### config.mk
export PLATFORM = sky130hd
export DESIGN_NAME = car_game_top
export DESIGN_NICKNAME = d
export VERILOG_FILES = /design/src/verilog/game_pkg.sv /design/src/verilog/display_pkg.sv /design/src/verilog/button_debounce.sv /design/src/verilog/game_control.sv /design/src/verilog/road_scroll.sv /design/src/verilog/matrix_driver.sv /design/src/verilog/car_game_top.sv
export VERILOG_INCLUDE_DIRS = /design/src /design/src/verilog
export SDC_FILE = /design/constraint.sdc
export NUM_CORES = 1
export LEC_CHECK = 0
export BUFFER_PORTS_ARGS = -buffer_cell sky130_fd_sc_hd__buf_4
export CORE_MARGIN = 3
export CORE_UTILIZATION = 40
export DETAILED_ROUTE_END_ITERATION = 10
export PLACE_DENSITY = 0.58
export SLEW_MARGIN = 40
export SYNTH_ARGS = -nofsm -noshare
export SYNTH_HDL_FRONTEND = slang
export SYNTH_HIERARCHICAL = 1
export SYNTH_SLANG_ARGS = --single-unit
### constraint.sdc
create_clock -name clock_50 -period 8.1 [get_ports clock_50]
set_input_delay 1.215 -clock clock_50 [delete_from_list [all_inputs] [get_ports clock_50]]
set_output_delay 1.215 -clock clock_50 [all_outputs]
set_load 0.02 [all_outputs]
### src/verilog/car_game_config.svh
/* Timing, game size, display patterns and MAX7219 settings for the car game */

`ifndef CAR_GAME_CONFIG_SVH
`define CAR_GAME_CONFIG_SVH

// ---------------------------------------------------------------------------
// Timing
// ---------------------------------------------------------------------------
`define DEBOUNCE_CYCLES 256
`define TICK_CYCLES     4096

// ---------------------------------------------------------------------------
// Game size and screen patterns
// ---------------------------------------------------------------------------
`define LEVEL_TICKS     8
`define NUM_LEVELS      2
`define IDLE_ROW        8'h7C
`define OVER_ROW        8'h10

// ---------------------------------------------------------------------------
// MAX7219 link
// ---------------------------------------------------------------------------
`define MAX_INTENSITY   4'hA
`define SCLK_HALF       2
`define NCS_GAP         4

`endif

### src/verilog/game_pkg.sv
/* Game types: row, level and progress widths, mode enum and frame struct */

`default_nettype none

package game_pkg;

	// One matrix row, bit 7 is the leftmost LED
	typedef logic [7:0] row_t;

	typedef logic [1:0] level_t;
	typedef logic [2:0] progress_t;

	typedef enum logic [1:0] {
		idle = 2'd0,
		play = 2'd1,
		over = 2'd2
	} game_mode_e;

	// Whole screen, row0 is where new obstacles enter
	typedef struct packed {
		row_t row0;
		row_t row1;
		row_t row2;
		row_t row3;
		row_t row4;
		row_t row5;
		row_t row6;
		row_t row7;
	} frame_t;

endpackage

`default_nettype wire

### src/verilog/display_pkg.sv
/* MAX7219 register map, serial word layout and driver sequencer states */

`default_nettype none

package display_pkg;

	typedef enum logic [3:0] {
		no_op        = 4'h0,
		digit_1      = 4'h1,
		digit_2      = 4'h2,
		digit_3      = 4'h3,
		digit_4      = 4'h4,
		digit_5      = 4'h5,
		digit_6      = 4'h6,
		digit_7      = 4'h7,
		digit_8      = 4'h8,
		decode_mode  = 4'h9,
		intensity    = 4'hA,
		scan_limit   = 4'hB,
		shutdown     = 4'hC,
		display_test = 4'hF
	} max_addr_e;

	// 16-bit word as shifted out, MSB first
	typedef struct packed {
		logic [3:0] dont_care;
		max_addr_e  addr;
		logic [7:0] data;
	} max_word_t;

	typedef enum logic [1:0] {
		drv_gap   = 2'd0,
		drv_load  = 2'd1,
		drv_shift = 2'd2
	} drv_state_e;

endpackage

`default_nettype wire

### src/verilog/button_debounce.sv
/* Start button synchronizer, stability counter and press pulse */

`timescale 1ns/1ps
`default_nettype none

`include "car_game_config.svh"

module button_debounce (
	input  logic clock_50,
	input  logic rst_n,
	input  logic start_n,
	output logic start_press
);

	localparam int CNT_W = $clog2(`DEBOUNCE_CYCLES);

	logic             sync_1;
	logic             sync_2;
	logic             stable;
	logic [CNT_W-1:0] stable_cnt;

	// Two flops into the clock domain, button idles high
	always_ff @(posedge clock_50 or negedge rst_n) begin
		if (!rst_n) begin
			sync_1 <= 1'b1;
			sync_2 <= 1'b1;
		end else begin
			sync_1 <= start_n;
			sync_2 <= sync_1;
		end
	end

	// Level must differ for DEBOUNCE_CYCLES samples in a row
	always_ff @(posedge clock_50 or negedge rst_n) begin
		if (!rst_n) begin
			stable      <= 1'b1;
			stable_cnt  <= '0;
			start_press <= 1'b0;
		end else begin
			start_press <= 1'b0;
			if (sync_2 == stable) begin
				stable_cnt <= '0;
			end else if (stable_cnt == CNT_W'(`DEBOUNCE_CYCLES - 1)) begin
				stable_cnt  <= '0;
				stable      <= sync_2;
				// Press on the falling edge only
				start_press <= stable & ~sync_2;
			end else begin
				stable_cnt <= stable_cnt + 1'b1;
			end
		end
	end

endmodule

`default_nettype wire

### src/verilog/game_control.sv
/* Game mode FSM, tick prescaler and level progress counters */

`timescale 1ns/1ps
`default_nettype none

`include "car_game_config.svh"

module game_control
	import game_pkg::*;
(
	input  logic       clock_50,
	input  logic       rst_n,
	input  logic       start_press,
	output game_mode_e mode,
	output logic       tick,
	output logic       play_start,
	output level_t     level,
	output progress_t  progress
);

	localparam int PRESC_W = $clog2(`TICK_CYCLES);

	logic [PRESC_W-1:0] presc;
	// Last level wrapped, final frame is on screen
	logic               last_done;

	// ------------------------------------------------------------------------
	// Mode FSM
	// ------------------------------------------------------------------------
	always_ff @(posedge clock_50 or negedge rst_n) begin
		if (!rst_n) begin
			mode       <= idle;
			play_start <= 1'b0;
		end else begin
			play_start <= 1'b0;
			case (mode)
				idle: begin
					if (start_press) begin
						mode       <= play;
						play_start <= 1'b1;
					end
				end
				play: begin
					// Final frame stays up for one full tick
					if (tick && last_done) begin
						mode <= over;
					end
				end
				over: begin
					if (start_press) begin
						mode <= idle;
					end
				end
				default: mode <= idle;
			endcase
		end
	end

	// ------------------------------------------------------------------------
	// Speed prescaler, held at zero outside play
	// ------------------------------------------------------------------------
	always_ff @(posedge clock_50 or negedge rst_n) begin
		if (!rst_n) begin
			presc <= '0;
			tick  <= 1'b0;
		end else begin
			tick <= 1'b0;
			if (mode != play) begin
				presc <= '0;
			end else if (presc == PRESC_W'(`TICK_CYCLES - 1)) begin
				presc <= '0;
				tick  <= 1'b1;
			end else begin
				presc <= presc + 1'b1;
			end
		end
	end

	// Progress within a level, then level
	always_ff @(posedge clock_50 or negedge rst_n) begin
		if (!rst_n) begin
			level     <= '0;
			progress  <= '0;
			last_done <= 1'b0;
		end else if (play_start) begin
			level     <= '0;
			progress  <= '0;
			last_done <= 1'b0;
		end else if (tick) begin
			progress <= progress + 1'b1;
			if (progress == progress_t'(`LEVEL_TICKS - 1)) begin
				progress <= '0;
				if (level == level_t'(`NUM_LEVELS - 1)) begin
					last_done <= 1'b1;
				end else begin
					level <= level + 1'b1;
				end
			end
		end
	end

endmodule

`default_nettype wire

### src/verilog/road_scroll.sv
/* Obstacle generator, scrolling row register and per-mode frame select */

`timescale 1ns/1ps
`default_nettype none

`include "car_game_config.svh"

module road_scroll
	import game_pkg::*;
(
	input  logic       clock_50,
	input  logic       rst_n,
	input  game_mode_e mode,
	input  logic       tick,
	input  logic       play_start,
	input  level_t     level,
	input  progress_t  progress,
	output frame_t     frame
);

	row_t       rows_q [8];
	row_t       shown  [8];
	logic [2:0] obstacle_pos;
	row_t       obstacle;

	// Lane is (progress * 3 + level) mod 8
	assign obstacle_pos = 3'((5'(progress) * 5'd3) + 5'(level));
	assign obstacle     = row_t'(8'd1 << obstacle_pos);

	// Road moves one row per tick, new obstacle enters at row0
	always_ff @(posedge clock_50 or negedge rst_n) begin
		if (!rst_n) begin
			for (int r = 0; r < 8; r++) begin
				rows_q[r] <= '0;
			end
		end else if (play_start) begin
			for (int r = 0; r < 8; r++) begin
				rows_q[r] <= '0;
			end
		end else if (tick) begin
			for (int r = 7; r > 0; r--) begin
				rows_q[r] <= rows_q[r-1];
			end
			rows_q[0] <= obstacle;
		end
	end

	always_comb begin
		for (int r = 0; r < 8; r++) begin
			case (mode)
				idle:    shown[r] = `IDLE_ROW;
				play:    shown[r] = rows_q[r];
				default: shown[r] = `OVER_ROW;
			endcase
		end
	end

	assign frame = '{row0: shown[0], row1: shown[1], row2: shown[2], row3: shown[3],
	                 row4: shown[4], row5: shown[5], row6: shown[6], row7: shown[7]};

endmodule

`default_nettype wire

### src/verilog/matrix_driver.sv
/* MAX7219 init and refresh sequencer, row to column transpose,
   serial shifter for din, ncs and the serial clock */

`timescale 1ns/1ps
`default_nettype none

`include "car_game_config.svh"

module matrix_driver
	import game_pkg::*;
	import display_pkg::*;
(
	input  logic   clock_50,
	input  logic   rst_n,
	input  frame_t frame,
	output logic   max7219_din,
	output logic   max7219_ncs,
	output logic   max7219_clk
);

	// Words 0..4 are init, 5..12 are digits 1..8
	localparam logic [3:0] INIT_WORDS  = 4'd4;
	localparam logic [3:0] FIRST_DIGIT = 4'd5;
	localparam logic [3:0] LAST_DIGIT  = 4'd12;
	localparam logic [3:0] HALF_LAST   = 4'(`SCLK_HALF - 1);
	// Load cycle adds one more ncs high cycle
	localparam logic [3:0] GAP_LAST    = 4'(`NCS_GAP - 2);

	drv_state_e  state;
	logic [3:0]  seq_idx;
	logic [3:0]  next_idx;
	logic [3:0]  half_cnt;
	logic [3:0]  bit_cnt;
	logic [3:0]  gap_cnt;
	logic [15:0] shift_word;
	frame_t      frame_q;
	frame_t      pass_frame;
	row_t        src_rows [8];
	logic [2:0]  col;
	max_word_t   word;

	assign next_idx = (seq_idx == LAST_DIGIT) ? FIRST_DIGIT : seq_idx + 4'd1;

	// Digit 1 reads the live frame, the rest of the pass the latched copy
	assign pass_frame  = (seq_idx == FIRST_DIGIT) ? frame : frame_q;
	assign src_rows[0] = pass_frame.row0;
	assign src_rows[1] = pass_frame.row1;
	assign src_rows[2] = pass_frame.row2;
	assign src_rows[3] = pass_frame.row3;
	assign src_rows[4] = pass_frame.row4;
	assign src_rows[5] = pass_frame.row5;
	assign src_rows[6] = pass_frame.row6;
	assign src_rows[7] = pass_frame.row7;

	// Digit d shows column 8-d
	assign col = 3'(LAST_DIGIT - seq_idx);

	// ------------------------------------------------------------------------
	// Word for the current sequence slot
	// ------------------------------------------------------------------------
	always_comb begin
		word = '{dont_care: 4'h0, addr: no_op, data: 8'h00};
		case (seq_idx)
			4'd0: word = '{dont_care: 4'h0, addr: shutdown, data: 8'h00};
			4'd1: word = '{dont_care: 4'h0, addr: decode_mode, data: 8'h00};
			4'd2: word = '{dont_care: 4'h0, addr: scan_limit, data: 8'h07};
			4'd3: word = '{dont_care: 4'h0, addr: intensity, data: 8'(`MAX_INTENSITY)};
			4'd4: word = '{dont_care: 4'h0, addr: display_test, data: 8'h00};
			default: begin
				word.addr = max_addr_e'(seq_idx - INIT_WORDS);
				// Row r lands on bit 7-r of the digit
				for (int r = 0; r < 8; r++) begin
					word.data[7 - r] = src_rows[r][col];
				end
			end
		endcase
	end

	// ------------------------------------------------------------------------
	// Sequencer and serial shifter
	// ------------------------------------------------------------------------
	always_ff @(posedge clock_50 or negedge rst_n) begin
		if (!rst_n) begin
			state       <= drv_gap;
			seq_idx     <= '0;
			half_cnt    <= '0;
			bit_cnt     <= '0;
			gap_cnt     <= '0;
			shift_word  <= '0;
			max7219_ncs <= 1'b1;
			max7219_clk <= 1'b0;
		end else begin
			case (state)
				drv_gap: begin
					if (gap_cnt == GAP_LAST) begin
						gap_cnt <= '0;
						state   <= drv_load;
					end else begin
						gap_cnt <= gap_cnt + 1'b1;
					end
				end
				drv_load: begin
					shift_word  <= word;
					max7219_ncs <= 1'b0;
					half_cnt    <= '0;
					bit_cnt     <= '0;
					state       <= drv_shift;
				end
				drv_shift: begin
					if (half_cnt == HALF_LAST) begin
						half_cnt    <= '0;
						max7219_clk <= ~max7219_clk;
						// Next bit goes out on the falling edge
						if (max7219_clk) begin
							shift_word <= {shift_word[14:0], 1'b0};
							bit_cnt    <= bit_cnt + 1'b1;
							if (bit_cnt == 4'd15) begin
								max7219_ncs <= 1'b1;
								seq_idx     <= next_idx;
								state       <= drv_gap;
							end
						end
					end else begin
						half_cnt <= half_cnt + 1'b1;
					end
				end
				default: state <= drv_gap;
			endcase
		end
	end

	// Frame held for the whole refresh pass
	always_ff @(posedge clock_50) begin
		if (state == drv_load && seq_idx == FIRST_DIGIT) begin
			frame_q <= frame;
		end
	end

	assign max7219_din = shift_word[15];

endmodule

`default_nettype wire

### src/verilog/car_game_top.sv
/* Car game top level: debounce, game control, road scroll, matrix driver */

`timescale 1ns/1ps
`default_nettype none

module car_game_top
	import game_pkg::*;
(
	input  logic clock_50,
	input  logic rst_n,
	input  logic start_n,
	output logic max7219_din,
	output logic max7219_ncs,
	output logic max7219_clk
);

	logic       start_press;
	game_mode_e mode;
	logic       tick;
	logic       play_start;
	level_t     level;
	progress_t  progress;
	frame_t     frame;

	button_debounce i_button_debounce (
		.clock_50    (clock_50),
		.rst_n       (rst_n),
		.start_n     (start_n),
		.start_press (start_press)
	);

	game_control i_game_control (
		.clock_50    (clock_50),
		.rst_n       (rst_n),
		.start_press (start_press),
		.mode        (mode),
		.tick        (tick),
		.play_start  (play_start),
		.level       (level),
		.progress    (progress)
	);

	road_scroll i_road_scroll (
		.clock_50   (clock_50),
		.rst_n      (rst_n),
		.mode       (mode),
		.tick       (tick),
		.play_start (play_start),
		.level      (level),
		.progress   (progress),
		.frame      (frame)
	);

	// Display side only samples the latest frame
	matrix_driver i_matrix_driver (
		.clock_50    (clock_50),
		.rst_n       (rst_n),
		.frame       (frame),
		.max7219_din (max7219_din),
		.max7219_ncs (max7219_ncs),
		.max7219_clk (max7219_clk)
	);

endmodule

`default_nettype wire

# Word-level counts from Yosys, hierarchy flattened
# Index checks and enable logic that the tools add are counted.
[totals]
regBits = 198
word_cells = 171
output_inout_bits = 3
in_bits = 3
[classes]
bitwise_logic = 4
muxes = 72
reduce_logical = 18
n_lt_le_gt_ge = 1
eq_ne = 27
n_mul = 1
add_sub_neg = 11
shift = 1
[op_table]
columns = ["operator", "n"]
rows = [
  ["$mux 64", 3],
  ["$pmux 8 s2", 8],
  ["$pmux 12 s5", 1],
  ["$mux 16", 2],
  ["$pmux 16 s2", 1],
  ["$bmux 1 s3", 8],
  ["$mux 12", 2],
  ["$mux 2", 11],
  ["$mux 1", 21],
  ["$mux 4", 5],
  ["$add 4x1->4 const B", 4],
  ["$mux 8", 2],
  ["$pmux 4 s2", 2],
  ["$ne 2x1->1 const B", 7],
  ["$add 12x1->12 const B", 1],
  ["$eq 12x12->1 const B", 1],
  ["$eq 4x2->1 const B", 3],
  ["$pmux 2 s3", 2],
  ["$reduce_and 3->1", 4],
  ["$reduce_and 4->1", 3],
  ["$mux 3", 3],
  ["$add 8x1->8 const B", 1],
  ["$eq 4x1->1 const B", 2],
  ["$eq 4x3->1 const B", 2],
  ["23 further kinds", 36],
]

# Logic depth before layout (Yosys ltp)
# Gate-level depths: netlist of run 1.
[logic_depth]
word_depth = 7
mapped_depth = 13

# Hierarchy
# Netlist of run 1, hierarchy kept.
[by_module_without_submodules]
columns = ["mod", "instances", "area_per_inst_um2", "seq_area_each_um2", "cells_per_inst"]
rows = [
  ["matrix_driver", 1, 5016.1, 2824.0, 417],
  ["road_scroll", 1, 3218.1, 1601.5, 328],
  ["game_control", 1, 1031.0, 550.5, 98],
  ["button_debounce", 1, 524.3, 304.0, 47],
]

# Worst setup path after synthesis of run 1
# No wires, ideal clock.
[synth_path]
path_kind = "reg2reg"
from = "register i_matrix_driver.seq_idx[1]"
to = "register i_matrix_driver/frame_q[0] (netlist name) (enable)"
stages_incl_launch_ff = 7
path_slack_ns = 4.809
arrival_time_ns = 2.862
period_less_slack_ns = 3.291
setup_time_ns = 0.429
path_cell_list = "dfrtp_1 inv_1 ha_1 and3b_1 buf_6 buf_2 and2_1"
[synth_via]
elab_chain_cells = 2
[synth_lines]
columns = ["item", "line_no", "text"]
rows = [
  ["from (decl)", "matrix_driver.sv:30", "logic [3:0] seq_idx;"],
  ["from (signal assigned)", "matrix_driver.sv:119", "seq_idx <= next_idx;"],
  ["$eq 4x3->1", "matrix_driver.sv:134", "if (state == drv_load && seq_idx == FIRST_DIGIT) begin"],
  ["$logic_and 1x1->1", "matrix_driver.sv:134", ""],
  ["to (signal assigned)", "matrix_driver.sv:135", "frame_q <= frame;"],
  ["to (decl)", "matrix_driver.sv:36", "frame_t frame_q;"],
]
# No other way between the ends.
# A chain may end at the register's enable or synchronous reset.

# Final worst setup path of run 1
[layout_path]
from = "register i_matrix_driver.seq_idx[0]"
to = "register i_matrix_driver.shift_word[2]"
[layout_via]
elab_chain_cells = 6
[layout_lines]
columns = ["item", "line_no", "text"]
rows = [
  ["parallel branches: the longest is 4 deep, another holds $sub 3x3->3", "n/a", ""],
  ["$pmux 12 s5 (*)", "matrix_driver.sv:63", "case (seq_idx)"],
  ["$pmux 16 s2 (*)", "matrix_driver.sv:93", "case (state)"],
  ["to (signal assigned)", "matrix_driver.sv:103", "shift_word <= word;"],
  ["to (signal assigned)", "matrix_driver.sv:115", "shift_word <= {shift_word[14:0], 1'b0};"],
  ["to (decl)", "matrix_driver.sv:35", "logic [15:0] shift_word;"],
]
# Mark *: on every way between the ends. The select of a mux whose other input is x is not followed.

==> impl_metrics.csv, run 1 <==
group,metric,value,unit
clock_tree,cts_buffers,17,
floorplanning,initial_utilization,0.412,
clock_tree,cts_sinks,198,
worst_setup_path,endpoint_kind,"flop",
clock_tree,cts-resized-gates,0,
worst_setup_path,required,8.42,ns
synthesis,synth_top_family_by_area,"simple AND/OR/NAND/NOR gates",
layout,final_cells,1207,
synthesis,synth-xor-area-share,0.0160,
placement,pre_cts_ws,4.46,ns
synthesis,synthMuxAreaShare,0.129,
grt,grt_overflow_total,0,
worst_setup_path,critPathMaxFanout,48,
placement,gp_congestion,0.787,
synthesis,synth_edf_count,64,
timing,max_freq,274,MHz
synthesis,postSynthCellCount,890,
synthesis,synth-compound-area-share,0.101,
clock_tree,clk_path_buf_depth,2,
detailed_routing,via_per_inst,5.32,
placement,port_buffers,5,
layout,fin_util,0.450,
floorplanning,die-area,26400,sq um
grt,grt_max_degree,79,
timing,rsz0062_at_grt,"no",
timing,finalSetupTns,0,ns
floorplanning,core-area,23800,sq um
synthesis,ys_seq_area_frac,0.539,
floorplanning,rows,56,
detailed_routing,drcViolationCount,0,
floorplanning,ioPinCount,6,
synthesis,synth-simple-area-share,0.139,
synthesis,syn_nets,914,
synthesis,synth_top_area_share,0.332,
grt,grt_pass1_wl,34300,microns
detailed_routing,routed_wl,20100,microns
worst_hold_path,holdCritPathClass,"flop to flop",
run_status,outcome,"finished, final reports clean",
job,maxCapViolCount,0,
synthesis,synth.largest_area_cell,"dfrtp_1",
floorplanning,die_h,162,microns
detailed_routing,avgRoutedWirePerCell,16.6,microns
worst_setup_path,cp-start-kind,"flop",
detailed_routing,drt_iter0_drc,582,
power_and_ir_drop,peakVddDrop,0.132,mV
placement,place_inst,1174,
detailed_routing,antenna_left,0,
power_and_ir_drop,cellPowerDensity,176,nW/um^2
timing,period_share,0.450,
synthesis,synth_most_common_cell,"dfrtp_1",
detailed_routing,drt_pass1_iterations,5,
timing,fin_worst_skew,0.0117,ns
timing,hold_violations,0,
synthesis,yosys.area_share.adder,0.0276,
floorplanning,die_width,162,microns
clock_tree,clk_latency,0.44,ns
synthesis,async_flop_share,0.677,
worst_setup_path,criticalPathCategory,"flop to flop",
placement,dpl.hpwl,13100,microns
grt,antenna_found_initial,0,
synthesis,synth_cell_types,67,
detailed_routing,num_vias,6426,
clock_tree,htreeDepth,4,
layout,fill_cells,2213,
layout,drive_gt1_frac,0.102,
timing,setup_viol,0,
synthesis,synthFlopType,"dfrtp_1",
clock_tree,ctsHoldBuffers,0,
power_and_ir_drop,leakagePower,4.21,nW
clock_tree,root_buffer,"clkbuf_16",
layout,syn2layout_area_growth,9.29,%
synthesis,synth.cell_area,9790,sq um
clock_tree,cts_tree,"done",
layout,nets,899,
grt,gr-usage-all-layers,0.161,
grt,first_global_vias,6375,
timing,worst_pin_slew,0.791,ns
synthesis,synth_common_cells,"130 x dfrtp_1, 95 x nor2_1, 83 x mux2i_1, 64 x edfxtp_1, 62 x a21oi_1",
clock_tree,cts.clk_slew.worst_paths,0.08,ns
worst_setup_path,crit_arrival,3.97,ns
timing,drv_slew,0,
synthesis,synth_warnings,6,
synthesis,ys_ff_latch,198,
clock_tree,cts_setup_buffers,0,
timing,period_needed,3.65,ns
synthesis,ys_top_cells_by_area,"dfrtp_1 33%, edfxtp_1 20%, mux2i_1 8.5%, nor2_1 3.6%, mux4_2 3.2%",
timing,worst_slack,4.45,ns
timing,slew_headroom,0.473,
layout,n_antenna_cell,0,
synthesis,avgSynthCellArea,11.0,sq um
## cell usage in the layout, fill, tap and decap left out, types with 4 or more instances in the layout
| cell type | netlist | final |
|---|---|---|
| and2_1 | 25 | 24 |
| ha_1 | 20 | 20 |
| o32ai_1 | 8 | 8 |
| a2111oi_0 | 4 | 4 |
| buf_4 | 6 | 16 |
| nand3_1 | 30 | 30 |
| o21ai_0 | 24 | 24 |
| o221ai_1 | 4 | 4 |
| mux2i_1 | 83 | 83 |
| nor3_1 | 10 | 10 |
| a32oi_1 | 4 | 4 |
| nand2b_1 | 16 | 16 |
| o21ai_1 | 5 | 5 |
| o22ai_1 | 10 | 10 |
| xnor2_1 | 10 | 10 |
| nor2b_1 | 11 | 10 |
| a21oi_1 | 62 | 62 |
| xor2_1 | 6 | 6 |
| clkbuf_16 | 0 | 17 |
| or3_1 | 5 | 5 |
| a31oi_1 | 9 | 9 |
| inv_6 | 0 | 5 |
| inv_1 | 58 | 58 |
| nand3b_1 | 4 | 4 |
| edfxtp_1 | 64 | 64 |
| nand2_1 | 52 | 52 |
| mux2_2 | 9 | 9 |
| dfstp_2 | 4 | 4 |
| nand4_1 | 10 | 10 |
| dfrtp_1 | 130 | 127 |
| nor2_1 | 95 | 95 |
| mux4_2 | 14 | 14 |
| or4_1 | 4 | 4 |
## critical path: stages (launching register included)
cell and delay [ns]:
dfrtp_2 0.34, buf_4 0.50, inv_1 0.40, ha_1 0.51
xor2_1 0.58, buf_4 0.33, mux4_2 0.33, mux2_2 0.30
a21oi_1 0.16, o22ai_1 0.08
## routing by layer
metal / vias up / wire length [microns] / GRT usage
met5: - / 0 / 0
met4: 0 / 197 / 0.0430
li1: 3144 / - / -
met3: 13 / 584 / 0.0259
met2: 95 / 9180 / 0.247
met1: 3174 / 10100 / 0.239
## path summary, 6_finish.rpt
path                       slack [ns]                       endpoint  depth (start not counted)                        from
max reg2reg                      4.45  i_matrix_driver/shift_word[2]                          9  i_matrix_driver/seq_idx[0]
max                              4.45  i_matrix_driver/shift_word[2]                          9  i_matrix_driver/seq_idx[0]
min reg2reg                      0.36       i_button_debounce/sync_2                          0    i_button_debounce/sync_1
min in group asynchronous        0.62        i_road_scroll/rows_q[0]                          1                       rst_n
max in group asynchronous        6.44      i_game_control/play_start                          2                       rst_n
min                              0.36       i_button_debounce/sync_2                          0    i_button_debounce/sync_1
## stage by stage
step,power (mW),cell area (sq um),hold WS (ns)
final,1.89,10700,0.359
after global routing,1.95,10700,0.361
after CTS,1.91,10700,0.360
after floorplan,1.06,9790,0.345
after detailed placement,1.07,10100,0.348
after global placement,1.07,10100,0.347
## cell families after synthesis
family,Yosys count
xor gates and xnor gates,17
DFF,198
AOI/OAI and AO/OA,157
muxes,107
adders and majority gates,21
buffers and inverters,113
and+or+nand+nor,277
## cell type report
type | count | area (sq um) | area share
timing repair buffer | 19 | 170 | 0.0159
tap | 319 | 399 | 0.0373
inverter | 60 | 225 | 0.0211
clock buffer | 17 | 425 | 0.0398
clock inverter | 15 | 158 | 0.0147
sequential | 198 | 5290 | 0.494
multi-input combinational | 579 | 4040 | 0.377
## flip-flops by register name, summed over array words and instances, names as in the netlist, 3 cells and up
register	count
i_button_debounce/stable_cnt	8
i_game_control/presc	12
i_game_control/progress	3
i_matrix_driver/bit_cnt	4
i_matrix_driver/frame_q	64
i_matrix_driver/gap_cnt	4
i_matrix_driver/half_cnt	4
i_matrix_driver/seq_idx	4
i_matrix_driver/shift_word	16
i_road_scroll/rows_q	64
## power by group
part,total (mW),switching [mW],internal [mW]
Clock,0.837,0.423,0.414
Sequential,1.03,0.00209,1.03
Combinational,0.0197,0.0151,0.00461
Total,1.89,0.440,1.45
Note: power is estimated with default switching activity, not from simulation.
==> inputs of run 2 (changes only) <==
ABC_AREA = 1   (was not set)
PLACE_DENSITY = 0.6   (was 0.58)
clock period = 3.1 ns   (was 8.1 ns; I/O delays follow)
==> impl_metrics.csv, run 2 <==
group,metric,value,unit
timing,hold_violations,0,
worst_setup_path,cp-start-kind,"flop",
floorplanning,core-area,23700,sq um
timing,finalSetupTns,0,ns
synthesis,async_flop_share,0.677,
synthesis,synth.cell_area,9720,sq um
placement,gp_congestion,0.839,
layout,nets,1128,
grt,grt_pass1_wl,37000,microns
floorplanning,initial_utilization,0.410,
synthesis,synth_cell_types,39,
layout,fin_area,10600,sq um
clock_tree,cts-resized-gates,0,
power_and_ir_drop,peakVddDrop,0.317,mV
worst_setup_path,critPathMaxFanout,13,
timing,setup_viol,0,
synthesis,ys_seq_area_frac,0.543,
timing,fin_worst_skew,0.00928,ns
worst_setup_path,worstPathCellList,"inv_1 -> ha_1 -> nor2_1 -> nor2_2 -> inv_2 -> nand4_1 -> xor2_1 -> nor2_1",
worst_setup_path,crit_arrival,2.59,ns
worst_setup_path,crit_start,"i_matrix_driver/state[0]",
synthesis,postSynthCellCount,1116,
run_status,outcome,"finished, final reports clean",
worst_setup_path,criticalPathCategory,"flop to flop",
layout,seq_area,5280,sq um
grt,gr-usage-all-layers,0.173,
synthesis,synthMuxAreaShare,0.00309,
timing,max_freq,438,MHz
synthesis,synth_common_cells,"225 x nand2_1, 153 x inv_1, 132 x nand3_1, 130 x dfrtp_1, 108 x nor2_1",
timing,period_needed,2.28,ns
power_and_ir_drop,cellPowerDensity,460,nW/um^2
floorplanning,ioPinCount,6,
clock_tree,htreeDepth,4,
grt,grt_max_degree,67,
synthesis,avgSynthCellArea,8.71,sq um
clock_tree,cts_buffers,17,
timing,drv_slew,0,
detailed_routing,via_per_inst,5.08,
clock_tree,cts_sinks,198,
layout,layout.cells.most_common_list,"224 x nand2_1, 153 x inv_1, 132 x nand3_1",
synthesis,synth_warnings,6,
detailed_routing,antenna_left,0,
detailed_routing,num_vias,7294,
synthesis,synth-compound-area-share,0.0952,
synthesis,synth_top_area_share,0.335,
synthesis,synth-xor-area-share,0.00992,
clock_tree,cts_setup_buffers,0,
synthesis,ys_ff_latch,198,
grt,grt_overflow_total,0,
worst_setup_path,r2r-start,"i_matrix_driver/state[0]",
layout,top_regs,"i_matrix_driver/frame_q (64), i_road_scroll/rows_q (64), i_matrix_driver/shift_word (16)",
floorplanning,die-area,26200,sq um
timing,period_share,0.736,
timing,worst_pin_slew,0.687,ns
clock_tree,cts_tree,"done",
detailed_routing,drt_iter0_drc,511,
worst_setup_path,worst_path_max_delay_cell,"nor2_2",
placement,dpl.hpwl,13800,microns
detailed_routing,routed_wl,21900,microns
synthesis,yosys.area_share.adder,0.0278,
synthesis,synthFlopType,"dfrtp_1",
worst_setup_path,r2r_cells,8,
layout,n_antenna_cell,0,
worst_setup_path,max_stage_delay,0.46,ns
worst_setup_path,r2r-end,"i_matrix_driver/bit_cnt[3]",
detailed_routing,drcViolationCount,0,
worst_setup_path,reg2reg_slack,0.82,ns
clock_tree,cts.clk_slew.worst_paths,0.07,ns
layout,multi_input_area,3570,sq um
timing,rsz0062_at_grt,"no",
floorplanning,rows,56,
detailed_routing,drt_pass1_iterations,5,
synthesis,synth_edf_count,64,
layout,layout_commonest_cell,"nand2_1",
clock_tree,clk_path_buf_depth,2,
synthesis,synth_most_common_cell,"nand2_1",
synthesis,ys_top_cells_by_area,"dfrtp_1 33%, edfxtp_1 20%, nand2_1 8.7%, nand3_1 6.8%, inv_1 5.9%",
power_and_ir_drop,leakagePower,4.51,nW
timing,slew_headroom,0.542,
floorplanning,die_h,162,microns
layout,fill_cells,2347,
synthesis,synth.largest_area_cell,"dfrtp_1",
layout,syn2layout_area_growth,9.04,%
detailed_routing,avgRoutedWirePerCell,15.3,microns
worst_setup_path,endpoint_kind,"flop",
clock_tree,ctsHoldBuffers,0,
grt,first_global_vias,7355,
clock_tree,clk_latency,0.43,ns
placement,dpl-instance-area,10000,sq um
synthesis,synth-simple-area-share,0.230,
worst_setup_path,required,3.41,ns
grt,antenna_found_initial,0,
layout,drive_gt1_frac,0.0868,
worst_setup_path,cp_common_cell,"nor2_1",
clock_tree,root_buffer,"clkbuf_16",
synthesis,synth_top_family_by_area,"simple AND/OR/NAND/NOR gates",
worst_hold_path,holdCritPathClass,"primary input to asynchronous set/reset pin",
placement,port_buffers,5,
job,maxCapViolCount,0,
floorplanning,die_width,162,microns
synthesis,syn_nets,1140,
run 2: cells by family (layout without fill, tap and decap cells):
group	count (synthesis)	in the layout
AOI/OAI and AO/OA	166	166
xor gates and xnor gates	11	11
and+or+nand+nor	507	507
adders and majority gates	21	21
buffers and inverters	210	211
DFF	198	198
muxes	3	3
run 2: area by class of cell:
cell class / instances / share of cell area
clock buffers: 19 / 0.0418
inverters: 158 / 0.0560
flip-flops and latches: 198 / 0.498
well taps: 319 / 0.0377
clock inverters: 13 / 0.0104
multi-input cells: 708 / 0.337
repair buffers: 21 / 0.0188
run 2: layer usage:
| metal | vias to the layer above | wire, microns | GRT usage |
|---|---|---|---|
| li1 | 3615 | - | - |
| met1 | 3511 | 10400 | 0.241 |
| met2 | 147 | 10400 | 0.281 |
| met3 | 21 | 826 | 0.0311 |
| met4 | 0 | 268 | 0.0469 |
| met5 | - | 0 | 0 |
run 2: worst max-delay path by stage:
stage	slack (ns)	end	cells past startpoint
floorplan	0.63	i_matrix_driver/frame_q[0]	6
global placement	0.71	i_matrix_driver/bit_cnt[3]	8
detailed placement	0.64	i_matrix_driver/bit_cnt[3]	8
CTS	0.59	i_matrix_driver/bit_cnt[3]	8
global route	0.62	i_matrix_driver/bit_cnt[3]	8
finish	0.82	i_matrix_driver/bit_cnt[3]	8
run 2: critical path: cells and delay by family (launching register included):
kind          cells  cell delay [ns]
flops             1             0.39
fa+ha+maj         1             0.43
buf+inv           2             0.34
xor+xnor          1             0.16
simple gates      4             0.84
run 2: power by group:
part           internal (mW)  leakage, nW  switching, mW
Clock                   1.08        0.279           1.06
Combinational        0.00906         1.76         0.0418
Sequential              2.69         2.47        0.00346
Total                   3.78         4.51           1.10
run 2: per-stage QoR:
| step | util | worst slack (ns) | hold WS, ns | std cells | power (mW) |
|---|---|---|---|---|---|
| after floorplan | - | 0.632 | 0.169 | 1116 | 2.75 |
| after global placement | 0.424 | 0.711 | 0.347 | 1404 | 2.80 |
| after detailed placement | 0.424 | 0.641 | 0.352 | 1404 | 2.80 |
| after CTS | 0.447 | 0.595 | 0.0660 | 1436 | 4.93 |
| after global routing | 0.447 | 0.617 | 0.0915 | 1436 | 5.04 |
| final | 0.447 | 0.818 | 0.0599 | 1436 | 4.88 |
==> inputs of run 3 (changes only) <==
PLACE_DENSITY = 0.58   (was 0.6)
clock period = 2.2 ns   (was 3.1 ns; I/O delays follow)
==> impl_metrics.csv, run 3 (synthesized netlist as in run 2, its figures left out) <==
group,metric,value,unit
detailed_routing,num_vias,7270,
layout,n_antenna_cell,0,
floorplanning,ioPinCount,6,
layout,fill_cells,2330,
power_and_ir_drop,fin_total_pwr,7.00,mW
placement,gp_congestion,0.796,
power_and_ir_drop,netSwitchingFraction,0.225,
grt,grt_pass1_wl,37800,microns
floorplanning,die_h,162,microns
timing,slew_headroom,0.648,
worst_setup_path,criticalPathCategory,"flop to flop",
run_status,outcome,"finished, final reports clean",
detailed_routing,drcViolationCount,0,
worst_setup_path,r2r_cells,9,
worst_hold_path,hold_depth,0,
power_and_ir_drop,leakagePower,4.60,nW
worst_setup_path,required,2.56,ns
placement,dpl.hpwl,14700,microns
layout,nets,1142,
detailed_routing,via_per_inst,5.01,
worst_setup_path,cp-start-kind,"flop",
worst_setup_path,reg2reg_slack,0.20,ns
clock_tree,cts.clk_slew.worst_paths,0.07,ns
clock_tree,cts_setup_buffers,0,
grt,antenna_found_initial,0,
worst_setup_path,r2r-start,"i_matrix_driver/seq_idx[0]",
worst_hold_path,hold_start,"i_button_debounce/sync_1",
worst_setup_path,cpLargestDelayFamily,"simple AND/OR/NAND/NOR gates",
grt,grt_max_degree,63,
power_and_ir_drop,p_int,5.43,mW
timing,drv_slew,0,
worst_hold_path,hold_end,"i_button_debounce/sync_2",
clock_tree,root_buffer,"clkbuf_16",
worst_setup_path,r2r-end,"i_matrix_driver/shift_word[6]",
clock_tree,cts_buffers,17,
layout,layout_commonest_cell,"nand2_1",
timing,hold_violations,0,
placement,port_buffers,5,
power_and_ir_drop,clkPwrFrac,0.447,
floorplanning,core-area,23700,sq um
detailed_routing,drt_iter0_drc,470,
timing,max_freq,501,MHz
timing,worst_pin_slew,0.529,ns
worst_setup_path,critPathMaxFanout,23,
layout,seq_area,5280,sq um
timing,setup_viol,0,
worst_setup_path,cp_num_buf_inv,1,
grt,grt_overflow_total,0,
power_and_ir_drop,peakVddDrop,0.525,mV
timing,rsz0062_at_grt,"no",
worst_setup_path,worstPathCellList,"ha_4 -> nand3_4 -> buf_4 -> nand2_1 -> nand3_1 -> nand3_1 -> nand3_1 -> nand3_1 -> a21oi_1",
layout,multi_input_area,3590,sq um
clock_tree,clk_latency,0.43,ns
worst_setup_path,max_stage_delay,0.48,ns
timing,fin_worst_skew,0.00968,ns
detailed_routing,routed_wl,21900,microns
clock_tree,htreeDepth,4,
clock_tree,ctsHoldBuffers,2,
layout,top_regs,"i_matrix_driver/frame_q (64), i_road_scroll/rows_q (64), i_matrix_driver/shift_word (16)",
clock_tree,cts_tree,"done",
floorplanning,initial_utilization,0.410,
power_and_ir_drop,p_seq_frac,0.542,
worst_setup_path,worst_path_max_delay_cell,"dfrtp_1",
clock_tree,cts-resized-gates,0,
detailed_routing,avgRoutedWirePerCell,15.1,microns
layout,fin_util,0.456,
grt,first_global_vias,7443,
power_and_ir_drop,p_sw,1.58,mW
power_and_ir_drop,combPwrFrac,0.011,
grt,gr-usage-all-layers,0.178,
detailed_routing,drt_pass1_iterations,5,
worst_hold_path,holdCritPathClass,"flop to flop",
clock_tree,cts_sinks,198,
timing,period_share,0.907,
timing,fin_hold_ws,0.358,ns
worst_setup_path,cp_common_cell,"nand3_1",
floorplanning,die_width,162,microns
job,maxCapViolCount,0,
layout,syn2layout_area_growth,11.3,%
power_and_ir_drop,cellPowerDensity,648,nW/um^2
worst_setup_path,crit_arrival,2.36,ns
layout,drive_gt1_frac,0.0981,
timing,period_needed,2.00,ns
clock_tree,clk_path_buf_depth,2,
floorplanning,rows,56,
layout,layout.cells.most_common_list,"224 x nand2_1, 152 x inv_1, 132 x nand3_1",
worst_setup_path,endpoint_kind,"flop",
floorplanning,die-area,26200,sq um
detailed_routing,antenna_left,0,
[run 3: changes by cell type in the layout (fill, tap and decap cells not counted), sizes merged]
cell	previous run	this run
bufinv	0	1
inv	166	165
clkinvlp	0	1
buf	21	33
clkbuf	19	17
clkinv	5	6
dlygate4sd3	0	2
[run 3: worst max path at each step]
stage,cells after the start,start,to,slack (ns)
finish,9,i_matrix_driver/seq_idx[0],i_matrix_driver/shift_word[6],0.20
detailed placement,9,i_matrix_driver/seq_idx[0],i_matrix_driver/shift_word[6],0.26
global route,9,i_matrix_driver/seq_idx[0],i_matrix_driver/shift_word[5],0.02
global placement,9,i_matrix_driver/seq_idx[0],i_matrix_driver/shift_word[6],0.29
CTS,9,i_matrix_driver/seq_idx[0],i_matrix_driver/shift_word[7],0.21
floorplan,6,i_matrix_driver/seq_idx[1],i_matrix_driver/frame_q[0],-0.16
[run 3: through the flow]
stage | setup slack, ns | instance area [sq um] | cells | setup TNS, ns
after detailed placement | 0.258 | 10200 | 1416 | 0
after global routing | 0.0198 | 10800 | 1450 | 0
after global placement | 0.290 | 10200 | 1416 | 0
after CTS | 0.212 | 10800 | 1450 | 0
final | 0.204 | 10800 | 1450 | 0
after floorplan | -0.157 | 9750 | 1116 | -10.03
[run 3: layout make-up]
class                   count  area share
clock buffers              17      0.0394
clock inverters            15      0.0154
inverters                 158      0.0549
multi-input cells         708       0.332
flip-flops and latches    198       0.488
well taps                 319      0.0369
repair buffers             35      0.0332
[run 3: power by group through the flow]
stage / Sequential (mW) / Clock [mW] / Combinational [mW]
6_report: 3.79 / 3.13 / 0.0804
2_1_floorplan: 3.87 / 0 / 0.0111
5_1_grt: 3.79 / 3.37 / 0.0953
3_5_place_dp: 3.87 / 0 / 0.0833
3_3_place_gp: 3.87 / 0 / 0.0824
4_1_cts: 3.79 / 3.23 / 0.0863
[run 3: metal layers]
metal	part of all wire	wire length, microns	track usage
met5	0	0	0
met4	0.012	257	0.0438
met3	0.039	854	0.0347
met2	0.47	10200	0.287
met1	0.48	10600	0.250
